`src/design/iotrig_pkg.sv`:
```
package iotrig_pkg;

	// Widths with a meaning of their own
	typedef logic [7:0] byte_t;        // One decoded serial byte
	typedef logic [63:0] pattern_t;    // Byte 0 in bits 7:0 is the newest
	typedef logic [7:0] mask_t;        // Clear bit means byte always matches
	typedef logic [15:0] baud_t;       // UART bit period in clk cycles
	typedef logic [7:0] axi_addr_t;
	typedef logic [31:0] axi_data_t;
	typedef logic [1:0] axi_resp_t;
	typedef logic [15:0] trig_count_t;

	typedef enum logic {
		src_uart = 1'b0,
		src_spi  = 1'b1
	} src_sel_t;

	// UART receiver FSM
	typedef enum logic [1:0] {
		rx_idle,
		rx_start,
		rx_data,
		rx_stop
	} rx_state_t;

	// Register map
	localparam axi_addr_t reg_ctrl_addr   = 8'h00; // Bit 0 enable, bit 1 source
	localparam axi_addr_t reg_baud_addr   = 8'h04;
	localparam axi_addr_t reg_mask_addr   = 8'h08;
	localparam axi_addr_t reg_pat_lo_addr = 8'h0C; // Pattern bytes 0 to 3
	localparam axi_addr_t reg_pat_hi_addr = 8'h10; // Pattern bytes 4 to 7
	localparam axi_addr_t reg_count_addr  = 8'h14; // Read only

	localparam axi_resp_t axi_resp_okay = 2'b00;

	localparam int trig_stretch = 128;     // Trigger hold after match ends
	localparam int trig_stretch_w = $clog2(trig_stretch + 1);
	localparam baud_t baud_reset = 16'd16;

endpackage

```
`src/design/iotrig_regs.sv`:
```
`timescale 1ns/10ps

module iotrig_regs (
	input logic clk,
	input logic reset,
	// Write address and data
	input logic awvalid,
	output logic awready,
	input iotrig_pkg::axi_addr_t awaddr,
	input logic wvalid,
	output logic wready,
	input iotrig_pkg::axi_data_t wdata,
	// Write response
	output logic bvalid,
	input logic bready,
	output iotrig_pkg::axi_resp_t bresp,
	// Read channels
	input logic arvalid,
	output logic arready,
	input iotrig_pkg::axi_addr_t araddr,
	output logic rvalid,
	input logic rready,
	output iotrig_pkg::axi_data_t rdata,
	output iotrig_pkg::axi_resp_t rresp,
	// Configuration out
	output logic enable,
	output iotrig_pkg::src_sel_t src_sel,
	output iotrig_pkg::baud_t baud_period,
	output iotrig_pkg::mask_t mask,
	output iotrig_pkg::pattern_t pattern,
	input iotrig_pkg::trig_count_t trig_count
);
	import iotrig_pkg::*;

	logic wr_accept;     // Shared ready for address and data
	logic wr_fire;
	logic rd_fire;
	axi_data_t rd_word;

	assign awready = wr_accept;
	assign wready = wr_accept;
	assign wr_fire = wr_accept & awvalid & wvalid;
	assign rd_fire = arready & arvalid;

	// Every access answers OKAY
	assign bresp = axi_resp_okay;
	assign rresp = axi_resp_okay;

	always_ff @(posedge clk) begin
		if (reset) begin
			wr_accept <= 1'b0;
			bvalid <= 1'b0;
			arready <= 1'b0;
			rvalid <= 1'b0;
		end else begin
			// Accept only with both address and data present, one at a time
			wr_accept <= awvalid & wvalid & ~wr_accept & ~bvalid;
			if (wr_fire)
				bvalid <= 1'b1;
			else if (bready)
				bvalid <= 1'b0;      // Response taken
			arready <= arvalid & ~arready & ~rvalid;
			if (rd_fire)
				rvalid <= 1'b1;
			else if (rready)
				rvalid <= 1'b0;
		end
	end

	// Configuration registers
	always_ff @(posedge clk) begin
		if (reset) begin
			enable <= 1'b0;
			src_sel <= src_uart;
			baud_period <= baud_reset;
			mask <= '0;
			pattern <= '0;
		end else if (wr_fire) begin
			case (awaddr)
				reg_ctrl_addr: begin
					enable <= wdata[0];
					src_sel <= src_sel_t'(wdata[1]);
				end
				reg_baud_addr: baud_period <= wdata[15:0];
				reg_mask_addr: mask <= wdata[7:0];
				reg_pat_lo_addr: pattern[31:0] <= wdata;   // Bytes 0 to 3
				reg_pat_hi_addr: pattern[63:32] <= wdata;  // Bytes 4 to 7
				default: ;                                 // Unknown address ignored
			endcase
		end
	end

	// Read mux
	always_comb begin
		case (araddr)
			reg_ctrl_addr: rd_word = {30'd0, src_sel, enable};
			reg_baud_addr: rd_word = {16'd0, baud_period};
			reg_mask_addr: rd_word = {24'd0, mask};
			reg_pat_lo_addr: rd_word = pattern[31:0];
			reg_pat_hi_addr: rd_word = pattern[63:32];
			reg_count_addr: rd_word = {16'd0, trig_count};
			default: rd_word = '0;
		endcase
	end

	// Read data captured with the address handshake
	always_ff @(posedge clk) begin
		if (rd_fire)
			rdata <= rd_word;
	end

endmodule

```
`src/design/uart_byte_rx.sv`:
```
`timescale 1ns/10ps

module uart_byte_rx (
	input logic clk,
	input logic reset,
	input logic rxd,
	input iotrig_pkg::baud_t baud_period,
	output iotrig_pkg::byte_t data,
	output logic valid
);
	import iotrig_pkg::*;

	logic rxd_meta;
	logic rxd_sync;
	logic rxd_prev;       // For falling edge detect
	rx_state_t state;
	baud_t period_cnt;    // Counts down to the next sample point
	logic [2:0] bit_idx;
	byte_t shift;
	logic sample_bit;
	logic stop_ok;

	assign sample_bit = (state == rx_data) && (period_cnt == '0);
	assign stop_ok = (state == rx_stop) && (period_cnt == '0) && rxd_sync;

	// Two-stage synchronizer, line idles high
	always_ff @(posedge clk) begin
		if (reset) begin
			rxd_meta <= 1'b1;
			rxd_sync <= 1'b1;
			rxd_prev <= 1'b1;
		end else begin
			rxd_meta <= rxd;
			rxd_sync <= rxd_meta;
			rxd_prev <= rxd_sync;
		end
	end

	always_ff @(posedge clk) begin
		if (reset) begin
			state <= rx_idle;
			period_cnt <= '0;
			bit_idx <= '0;
			valid <= 1'b0;
		end else begin
			valid <= stop_ok;   // Strobe at mid stop bit
			case (state)
				rx_idle: begin
					if (rxd_prev && !rxd_sync) begin
						period_cnt <= baud_period >> 1;   // Half period to mid start bit
						state <= rx_start;
					end
				end
				rx_start: begin
					if (period_cnt != '0)
						period_cnt <= period_cnt - 1'b1;
					else if (!rxd_sync) begin
						period_cnt <= baud_period - 1'b1;
						bit_idx <= '0;
						state <= rx_data;
					end else
						state <= rx_idle;   // Glitch, not a start bit
				end
				rx_data: begin
					if (period_cnt != '0)
						period_cnt <= period_cnt - 1'b1;
					else begin
						period_cnt <= baud_period - 1'b1;
						bit_idx <= bit_idx + 1'b1;
						if (bit_idx == 3'd7)
							state <= rx_stop;
					end
				end
				rx_stop: begin
					if (period_cnt != '0)
						period_cnt <= period_cnt - 1'b1;
					else
						state <= rx_idle;   // Bad stop bit just drops the byte
				end
				default: state <= rx_idle;
			endcase
		end
	end

	// LSB arrives first
	always_ff @(posedge clk) begin
		if (sample_bit)
			shift <= {rxd_sync, shift[7:1]};
		if (stop_ok)
			data <= shift;
	end

endmodule

```
`src/design/spi_byte_rx.sv`:
```
`timescale 1ns/10ps

module spi_byte_rx (
	input logic clk,
	input logic reset,
	input logic sck,
	input logic mosi,
	input logic cs_n,
	output iotrig_pkg::byte_t data,
	output logic valid
);
	import iotrig_pkg::*;

	logic sck_meta, sck_sync, sck_prev;
	logic mosi_meta, mosi_sync;
	logic cs_meta, cs_sync;
	logic [2:0] bit_cnt;
	byte_t shift;
	logic take_bit;

	// Mode 0 samples on rising sck while selected
	assign take_bit = sck_sync & ~sck_prev & ~cs_sync;

	always_ff @(posedge clk) begin
		if (reset) begin
			sck_meta <= 1'b0;
			sck_sync <= 1'b0;
			sck_prev <= 1'b0;
			mosi_meta <= 1'b0;
			mosi_sync <= 1'b0;
			cs_meta <= 1'b1;   // Deselected
			cs_sync <= 1'b1;
		end else begin
			sck_meta <= sck;
			sck_sync <= sck_meta;
			sck_prev <= sck_sync;
			mosi_meta <= mosi;     // Same delay as sck keeps data aligned
			mosi_sync <= mosi_meta;
			cs_meta <= cs_n;
			cs_sync <= cs_meta;
		end
	end

	always_ff @(posedge clk) begin
		if (reset) begin
			bit_cnt <= '0;
			valid <= 1'b0;
		end else begin
			valid <= take_bit && (bit_cnt == 3'd7);
			if (cs_sync)
				bit_cnt <= '0;     // Partial byte discarded
			else if (take_bit)
				bit_cnt <= bit_cnt + 1'b1;
		end
	end

	// MSB first
	always_ff @(posedge clk) begin
		if (take_bit)
			shift <= {shift[6:0], mosi_sync};
		if (take_bit && (bit_cnt == 3'd7))
			data <= {shift[6:0], mosi_sync};
	end

endmodule

```
`src/design/byte_window.sv`:
```
`timescale 1ns/10ps

module byte_window (
	input logic clk,
	input logic reset,
	input iotrig_pkg::src_sel_t src_sel,
	input iotrig_pkg::byte_t uart_data,
	input logic uart_valid,
	input iotrig_pkg::byte_t spi_data,
	input logic spi_valid,
	output iotrig_pkg::pattern_t window,
	output logic window_upd
);
	import iotrig_pkg::*;

	byte_t sel_data;
	logic sel_valid;

	// Unselected source is simply not looked at
	always_comb begin
		case (src_sel)
			src_spi: begin
				sel_data = spi_data;
				sel_valid = spi_valid;
			end
			default: begin
				sel_data = uart_data;
				sel_valid = uart_valid;
			end
		endcase
	end

	always_ff @(posedge clk) begin
		if (reset) begin
			window <= '0;
			window_upd <= 1'b0;
		end else begin
			window_upd <= sel_valid;   // High while the new window is first visible
			if (sel_valid)
				window <= {window[55:0], sel_data};   // Byte 7 falls off the end
		end
	end

endmodule

```
`src/design/pattern_trigger.sv`:
```
`timescale 1ns/10ps

module pattern_trigger (
	input logic clk,
	input logic reset,
	input logic enable,
	input iotrig_pkg::pattern_t window,
	input logic window_upd,
	input iotrig_pkg::mask_t mask,
	input iotrig_pkg::pattern_t pattern,
	output logic trig,
	output iotrig_pkg::trig_count_t trig_count
);
	import iotrig_pkg::*;

	mask_t byte_hit;      // Per byte compare, masked bytes always hit
	logic match_q;        // Registered full match
	logic match_d;        // Previous match, cleared on a new byte
	logic confirmed;
	logic confirm_next;
	logic trig_q;
	logic [trig_stretch_w-1:0] stretch_cnt;

	always_comb begin
		for (int i = 0; i < 8; i++)
			byte_hit[i] = (window[i*8 +: 8] == pattern[i*8 +: 8]) | ~mask[i];
	end

	// Needs two flag cycles to start, then holds while the flag stays up
	assign confirm_next = enable & match_q & (match_d | confirmed);

	always_ff @(posedge clk) begin
		if (reset) begin
			match_q <= 1'b0;
			match_d <= 1'b0;
			confirmed <= 1'b0;
			trig_q <= 1'b0;
			stretch_cnt <= '0;
			trig_count <= '0;
		end else begin
			match_q <= enable & (&byte_hit);
			match_d <= window_upd ? 1'b0 : match_q;   // Restart qualification
			confirmed <= confirm_next;
			if (!enable) begin
				trig_q <= 1'b0;
				stretch_cnt <= '0;
			end else begin
				trig_q <= confirm_next | (stretch_cnt != '0);
				if (confirm_next)
					stretch_cnt <= trig_stretch_w'(trig_stretch);   // Reload while matching
				else if (stretch_cnt != '0)
					stretch_cnt <= stretch_cnt - 1'b1;
			end
			// One count per confirmed match rising edge
			if (confirm_next && !confirmed)
				trig_count <= trig_count + 1'b1;
		end
	end

	// Disable kills the output at once
	assign trig = trig_q & enable;

endmodule

```
`src/design/iotrig_top.sv`:
```
`timescale 1ns/10ps

module iotrig_top (
	input logic clk,
	input logic reset,
	input logic awvalid,
	output logic awready,
	input iotrig_pkg::axi_addr_t awaddr,
	input logic wvalid,
	output logic wready,
	input iotrig_pkg::axi_data_t wdata,
	output logic bvalid,
	input logic bready,
	output iotrig_pkg::axi_resp_t bresp,
	input logic arvalid,
	output logic arready,
	input iotrig_pkg::axi_addr_t araddr,
	output logic rvalid,
	input logic rready,
	output iotrig_pkg::axi_data_t rdata,
	output iotrig_pkg::axi_resp_t rresp,
	input logic uart_rxd,      // Async serial inputs
	input logic spi_sck,
	input logic spi_mosi,
	input logic spi_cs_n,
	output logic trig
);
	import iotrig_pkg::*;

	logic enable;
	src_sel_t src_sel;
	baud_t baud_period;
	mask_t mask;
	pattern_t pattern;
	trig_count_t trig_count;
	byte_t uart_data, spi_data;
	logic uart_valid, spi_valid;
	pattern_t window;
	logic window_upd;

	iotrig_regs u_regs (
		.clk(clk), .reset(reset),
		.awvalid(awvalid), .awready(awready), .awaddr(awaddr),
		.wvalid(wvalid), .wready(wready), .wdata(wdata),
		.bvalid(bvalid), .bready(bready), .bresp(bresp),
		.arvalid(arvalid), .arready(arready), .araddr(araddr),
		.rvalid(rvalid), .rready(rready), .rdata(rdata), .rresp(rresp),
		.enable(enable), .src_sel(src_sel), .baud_period(baud_period),
		.mask(mask), .pattern(pattern), .trig_count(trig_count)
	);

	uart_byte_rx u_uart (
		.clk(clk), .reset(reset), .rxd(uart_rxd), .baud_period(baud_period),
		.data(uart_data), .valid(uart_valid)
	);

	spi_byte_rx u_spi (
		.clk(clk), .reset(reset), .sck(spi_sck), .mosi(spi_mosi), .cs_n(spi_cs_n),
		.data(spi_data), .valid(spi_valid)
	);

	// Both receivers run, the window picks one
	byte_window u_window (
		.clk(clk), .reset(reset), .src_sel(src_sel),
		.uart_data(uart_data), .uart_valid(uart_valid),
		.spi_data(spi_data), .spi_valid(spi_valid),
		.window(window), .window_upd(window_upd)
	);

	pattern_trigger u_trigger (
		.clk(clk), .reset(reset), .enable(enable), .window(window),
		.window_upd(window_upd), .mask(mask), .pattern(pattern),
		.trig(trig), .trig_count(trig_count)
	);

endmodule

```
`config.mk`:
```
export PLATFORM = sky130hd
export DESIGN_NAME = iotrig_top
export DESIGN_NICKNAME = d
export VERILOG_FILES = /design/src/design/iotrig_pkg.sv /design/src/design/iotrig_regs.sv /design/src/design/uart_byte_rx.sv /design/src/design/spi_byte_rx.sv /design/src/design/byte_window.sv /design/src/design/pattern_trigger.sv /design/src/design/iotrig_top.sv
export SDC_FILE = /design/constraint.sdc
export NUM_CORES = 1
export LEC_CHECK = 0
export BUFFER_PORTS_ARGS = -buffer_cell sky130_fd_sc_hd__buf_2
export CAP_MARGIN = 10
export CORE_ASPECT_RATIO = 2
export CORE_MARGIN = 4
export CORE_UTILIZATION = 45
export DETAILED_ROUTE_END_ITERATION = 10
export GPL_ROUTABILITY_DRIVEN = 0
export GPL_TIMING_DRIVEN = 0
export SLEW_MARGIN = 30
export SYNTH_ARGS = -nofsm -noshare
export SYNTH_HDL_FRONTEND = slang
export SYNTH_HIERARCHICAL = 1
export SYNTH_SLANG_ARGS = --single-unit
```
`constraint.sdc`:
```
create_clock -name clk -period 7.35 [get_ports clk]
set_input_delay 1.1025 -clock clk [delete_from_list [all_inputs] [get_ports clk]]
set_output_delay 1.1025 -clock clk [all_outputs]
set_load 0.01 [all_outputs]
```
# Word level (Yosys, flattened, before mapping)

Cells that the tools add are included.

Bits in registers: 286
Input bits: 59
Output and inout port bits: 42
Word-level logic and storage cells: 172

Add/subtract/negate cells: 6
Eq/ne operators: 30
Mux-type cells: 26
Bitwise logic cells: 39
Reductions and logical operators: 31

Operators by type and width:

| operator                                            | count |
|---|---|
| one-hot mux 32 bit (6 select lines)                 | 1 |
| 2-to-1 mux 16 bit                                   | 5 |
| equality test 8 bit                                 | 8 |
| one-hot mux 16 bit (4 select lines)                 | 1 |
| equality test 8 x 4 -> 1 bit, second input constant | 4 |
| subtractor 16 x 1 -> 16 bit, second input constant  | 2 |
| equality test 8 x 5 -> 1 bit, second input constant | 3 |
| 2-to-1 mux 8 bit                                    | 3 |
| adder 16 x 1 -> 16 bit, second input constant       | 1 |
| equality test 8 x 3 -> 1 bit, second input constant | 2 |
| zero test 16 bit                                    | 1 |
| zero test 8 bit                                     | 2 |
| nonzero test 16 bit                                 | 1 |
| NOT 1 bit                                           | 15 |
| bitwise AND 1 bit                                   | 14 |
| 2-to-1 mux 2 bit                                    | 6 |
| != test 2 bit, second input constant                | 6 |
| OR 1 bit                                            | 10 |
| AND reduction 2 bit                                 | 5 |
| 2-to-1 mux 3 bit                                    | 3 |
| one-hot mux 2 bit (4 select lines)                  | 1 |
| AND reduction 8 bit                                 | 1 |
| nonzero test 2 bit                                  | 4 |
| nonzero test 8 bit                                  | 1 |
| other kinds (17)                                    | 32 |

# Longest topological paths before layout

Word-level depth: 4
Mapped depth: 9
Depth with buffers taken out: 8

# Hierarchy

Netlist, hierarchy kept.

By module, submodules not included:

| module          | times used | cells each | area each (um^2) | sequential area each (um^2) |
|---|---|---|---|---|
| iotrig_regs     | 1          | 487        | 5626.6           | 2842.7 |
| uart_byte_rx    | 1          | 287        | 2513.7           | 980.9 |
| byte_window     | 1          | 282        | 2391.0           | 1301.2 |
| pattern_trigger | 1          | 224        | 1989.4           | 560.5 |
| spi_byte_rx     | 1          | 48         | 845.8            | 670.6 |

# Worst setup path after synthesis

OpenSTA, ideal clock, no wires.

Kind: flip-flop to flip-flop
Start: reg u_uart.period_cnt[7]
End: reg u_uart.data[0], enable pin
Library setup time: 0.383 ns
Arrival: 2.319 ns
Required time: 6.967 ns
Path slack: 4.648 ns
Cell stages (with the launch flop): 6
Path buffers: 2
Clock period less this slack: 2.702 ns
Cells stage by stage: dfxtp_1 or4_1 buf_2 or4_4 buf_6 nor3_1

Cells in the longest elaborated chain, start to end: 3

RTL lines:

| what                           | RTL line           | text |
|---|---|---|
| start, declared                | uart_byte_rx.sv:17 | `baud_t period_cnt;` |
| start signal, assigned         | uart_byte_rx.sv:50 | `period_cnt <= baud_period >> 1;` |
| start signal, assigned         | uart_byte_rx.sv:56 | `period_cnt <= period_cnt - 1'b1;` |
| start signal, assigned         | uart_byte_rx.sv:58 | `period_cnt <= baud_period - 1'b1;` |
| zero test 16 bit               | uart_byte_rx.sv:24 | `assign stop_ok = (state == rx_stop) && (period_cnt == '0) && rxd_sync;` |
| logical AND 1 bit (2 in a row) | uart_byte_rx.sv:24 |  |
| named net u_uart.stop_ok       | uart_byte_rx.sv:21 | `logic stop_ok;` |
| end signal, assigned           | uart_byte_rx.sv:90 | `data <= shift;` |
| end, declared                  | uart_byte_rx.sv:8  | `output iotrig_pkg::byte_t data,` |

The timed path passes the listed nets, and every way through them passes these cells.
A chain may end at the register's enable or synchronous reset.

# Final worst setup path

Start: reg u_uart.period_cnt[0]
End: reg u_uart.shift[3], enable pin

Cells in the longest elaborated chain, start to end: 2

RTL lines:

| what                        | RTL line           | text |
|---|---|---|
| zero test 16 bit            | uart_byte_rx.sv:23 | `assign sample_bit = (state == rx_data) && (period_cnt == '0);` |
| logical AND 1 bit           | uart_byte_rx.sv:23 |  |
| named net u_uart.sample_bit | uart_byte_rx.sv:20 | `logic sample_bit;` |
| end signal, assigned        | uart_byte_rx.sv:88 | `shift <= {rxd_sync, shift[7:1]};` |
| end, declared               | uart_byte_rx.sv:19 | `byte_t shift;` |

The timed path passes the listed nets, and every way through them passes these cells.

==> key figures <==
Logic synthesis
  – Synthesized flop and latch total: 286
  – Ys async rst share: 0%
  – Post-Syn Area: 13400 sq um
  – Post-synth EDFFs: 63
  – Most frequent cells after synthesis: dfxtp_1, nand2_1, nand2b_1, mux2i_1, a21oi_1
  – Register area share after synthesis: 47.6%
  – Netlist cell types: 84
  – Synth area leaders: dfxtp_1, edfxtp_1, mux2i_1, nand2b_1, xnor2_1
  – Area fraction of the dominant cell type after synthesis: 33.4%
  – Ys flop type: dfxtp_1
  – Warnings from Yosys: 6
  – Cell taking the most area after synthesis: dfxtp_1
  – Post-synthesis instance total: 1328
  – Avg Cell Area, Syn: 10.1 sq um
  – Cell with the most instances after synthesis: dfxtp_1

Pwr
  – Leak: 5.83 nW
  – Overall power: 3.53 mW
  – Pwr Density: 232 nW/um^2
  – Worst vdd ir: 0.149 mV

Floorplanning
  – Cell row count: 89
  – Die H: 252 um
  – Initial Util: 45.5%
  – I/O pin cnt: 101
  – Die outline area: 32700 sq um
  – Core area: 29400 sq um
  – Die W: 130 um

Finish
  – Total inserted antenna cells: 0
  – FF+latch area: 6360 sq um
  – Final Util: 51.8%
  – Area delta synth->final: 13.8%
  – Multi-input logic area: 6480 sq um
  – NumNets Final: 1529
  – Filler cells: 2752
  – Share of layout cells above drive strength 1: 16.7%
  – Non-Filler Instances: 1840

Placement
  – Post-Place Worst Slack: 3990 ps
  – Buffers on Ports: 94
  – Dpl hpwl: 30.0 mm
  – Post-Place Cells: 1790

Clocking
  – CTS Sinks: 286
  – Worst skew pair latency: 550 ps
  – CTS buffer count: 27
  – CTS tree: built
  – Post-CTS setup repair buffer count: 0
  – Clk slew on worst S/H paths: 60 ps
  – Resized Gates After CTS: 0
  – Root buf cell: clkbuf_16
  – Bufs on Longest Clock Path: 3
  – H-tree depth: 1
  – Hold buffers post-CTS: 0

Worst setup path
  – Setup Crit Path Kind: register to register
  – CP peak stage delay: 690 ps
  – Worst EP required: 7560 ps
  – CP endpoint kind: register
  – CP Buf/Inv Count: 2
  – Startpoint types: register
  – Crit-path slowest cell: nor4_2
  – Crit path arrival time: 3210 ps
  – CP cell instances: inv_1 > ha_1 > or4b_1 > nor4_2 > buf_2 > and2_1
  – Critical path's top delay family: simple AND/OR/NAND/NOR gates
  – CP Max Fanout: 10

Route
  – Detailed-route via count: 10088
  – DR iter-0 viols: 557
  – Antenna-violating nets left: 0
  – WL final: 38.5 mm
  – Routed len/inst: 20.9 um
  – Vias per inst: 5.48
  – DR DRC count: 0
  – Initial DRT Pass Iterations: 5

Min path
  – Class of the worst hold path: register to register

GRT
  – Grt met3 use: 2.31%
  – Met1 usage: 23.0%
  – Vias in the first global route: 10138
  – First-pass GRT wire length: 58.4 mm
  – GRT overflow: 0
  – Initial antenna violation count: 0
  – GRT Total Usage: 23.4%
  – Met2 Resource Use GR: 46.7%
  – Grt peak-use layer: met2
  – Largest net degree at the start of global routing: 22

Job
  – Max-Cap Viols: 0

STA
  – Final setup violation count: 0
  – Setup TNS: 0 ps
  – Setup repair after global routing missed its margin: no
  – Period utilization: 40.9%
  – Max Clk Rate: 333 MHz
  – Final setup margin: 4340 ps
  – Period minus WS final: 3010 ps
  – Final Max Slew Viols: 0
  – Final hold violations: 0
  – Skew final: 14.3 ps
  – Worst Max-Slew Pin Slew: 883 ps
  – Slew headroom: 40.6%

Status
  – Outcome: completed
stage by stage:
step	area, sq um	hold WS [ps]
after floorplan	13400	372
after global placement	14300	374
after detailed placement	14300	378
after CTS	15200	386
after global routing	15200	403
final	15200	385
where the power goes:
| part | leakage, nW | switching, mW | internal (mW) |
|---|---|---|---|
| clock network | 0.429 | 0.620 | 0.786 |
| logic | 3.00 | 0.314 | 0.174 |
| registers | 2.40 | 0.0156 | 1.62 |
| total | 5.83 | 0.950 | 2.58 |
sequential cells by signal (all words and copies together), names as in the netlist, 3 cells and up, named ones only:
name,count
u_regs/rdata,32
u_trigger/trig_count,16
u_spi/data,8
u_uart/bit_idx,3
u_regs/baud_period,16
u_uart/shift,8
u_trigger/stretch_cnt,8
u_spi/shift,7
u_uart/data,8
u_regs/mask,8
u_spi/bit_cnt,3
u_uart/period_cnt,16
u_regs/pattern,64
u_window/window,64
cell type report:
| type | count | area share (%) |
|---|---|---|
| Sequential cell | 286 | 41.8 |
| Buffer | 83 | 3.03 |
| Multi-Input combinational cell | 938 | 42.6 |
| Clock inverter | 11 | 0.641 |
| Clock buffer | 39 | 5.17 |
| Inverter | 24 | 0.592 |
| Tap cell | 364 | 2.99 |
| Timing Repair Buffer | 95 | 3.22 |
kinds of logic after synthesis:
logic type,count (synthesis),synth area share (%)
multiplexers,130,10.1
other,1,0.0281
buffers and inverters,107,4.13
adder cells (fa/ha/maj),15,1.40
AND/OR/NAND/NOR,474,19.6
AO/OA/AOI/OAI,210,10.3
XOR/XNOR,105,6.88
flip-flops,286,47.6
routing by layer:
layer | share of wire [%] | vias up
met4 | 5.5 | 0
met3 | 3.5 | 84
li1 | - | 4902
met2 | 57 | 260
met1 | 34 | 4842
met5 | 0 | -
path summary, 6_finish.rpt:
| check | endpoint | slack, ps | from | cells after the start |
|---|---|---|---|---|
| setup / recovery | u_uart/shift[3] | 4340 | u_uart/period_cnt[0] | 6 |
| hold / removal | u_trigger/match_d | 380 | u_window/window_upd | 1 |
| setup reg to reg | u_uart/shift[3] | 4340 | u_uart/period_cnt[0] | 6 |
| hold reg to reg | u_trigger/match_d | 380 | u_window/window_upd | 1 |
cell usage in the layout, fill, tap and decap left out, drive strengths merged, types with 22 or more instances in the layout:
cell type / instances
a21oi: 90
nand4: 22
nand2: 145
xnor2: 84
mux2i: 110
clkbuf: 80
nand2b: 125
o21ai: 24
buf: 137
edfxtp: 63
inv: 25
dfxtp: 223
nor2: 61
Note: power is estimated with default switching activity, not from simulation.
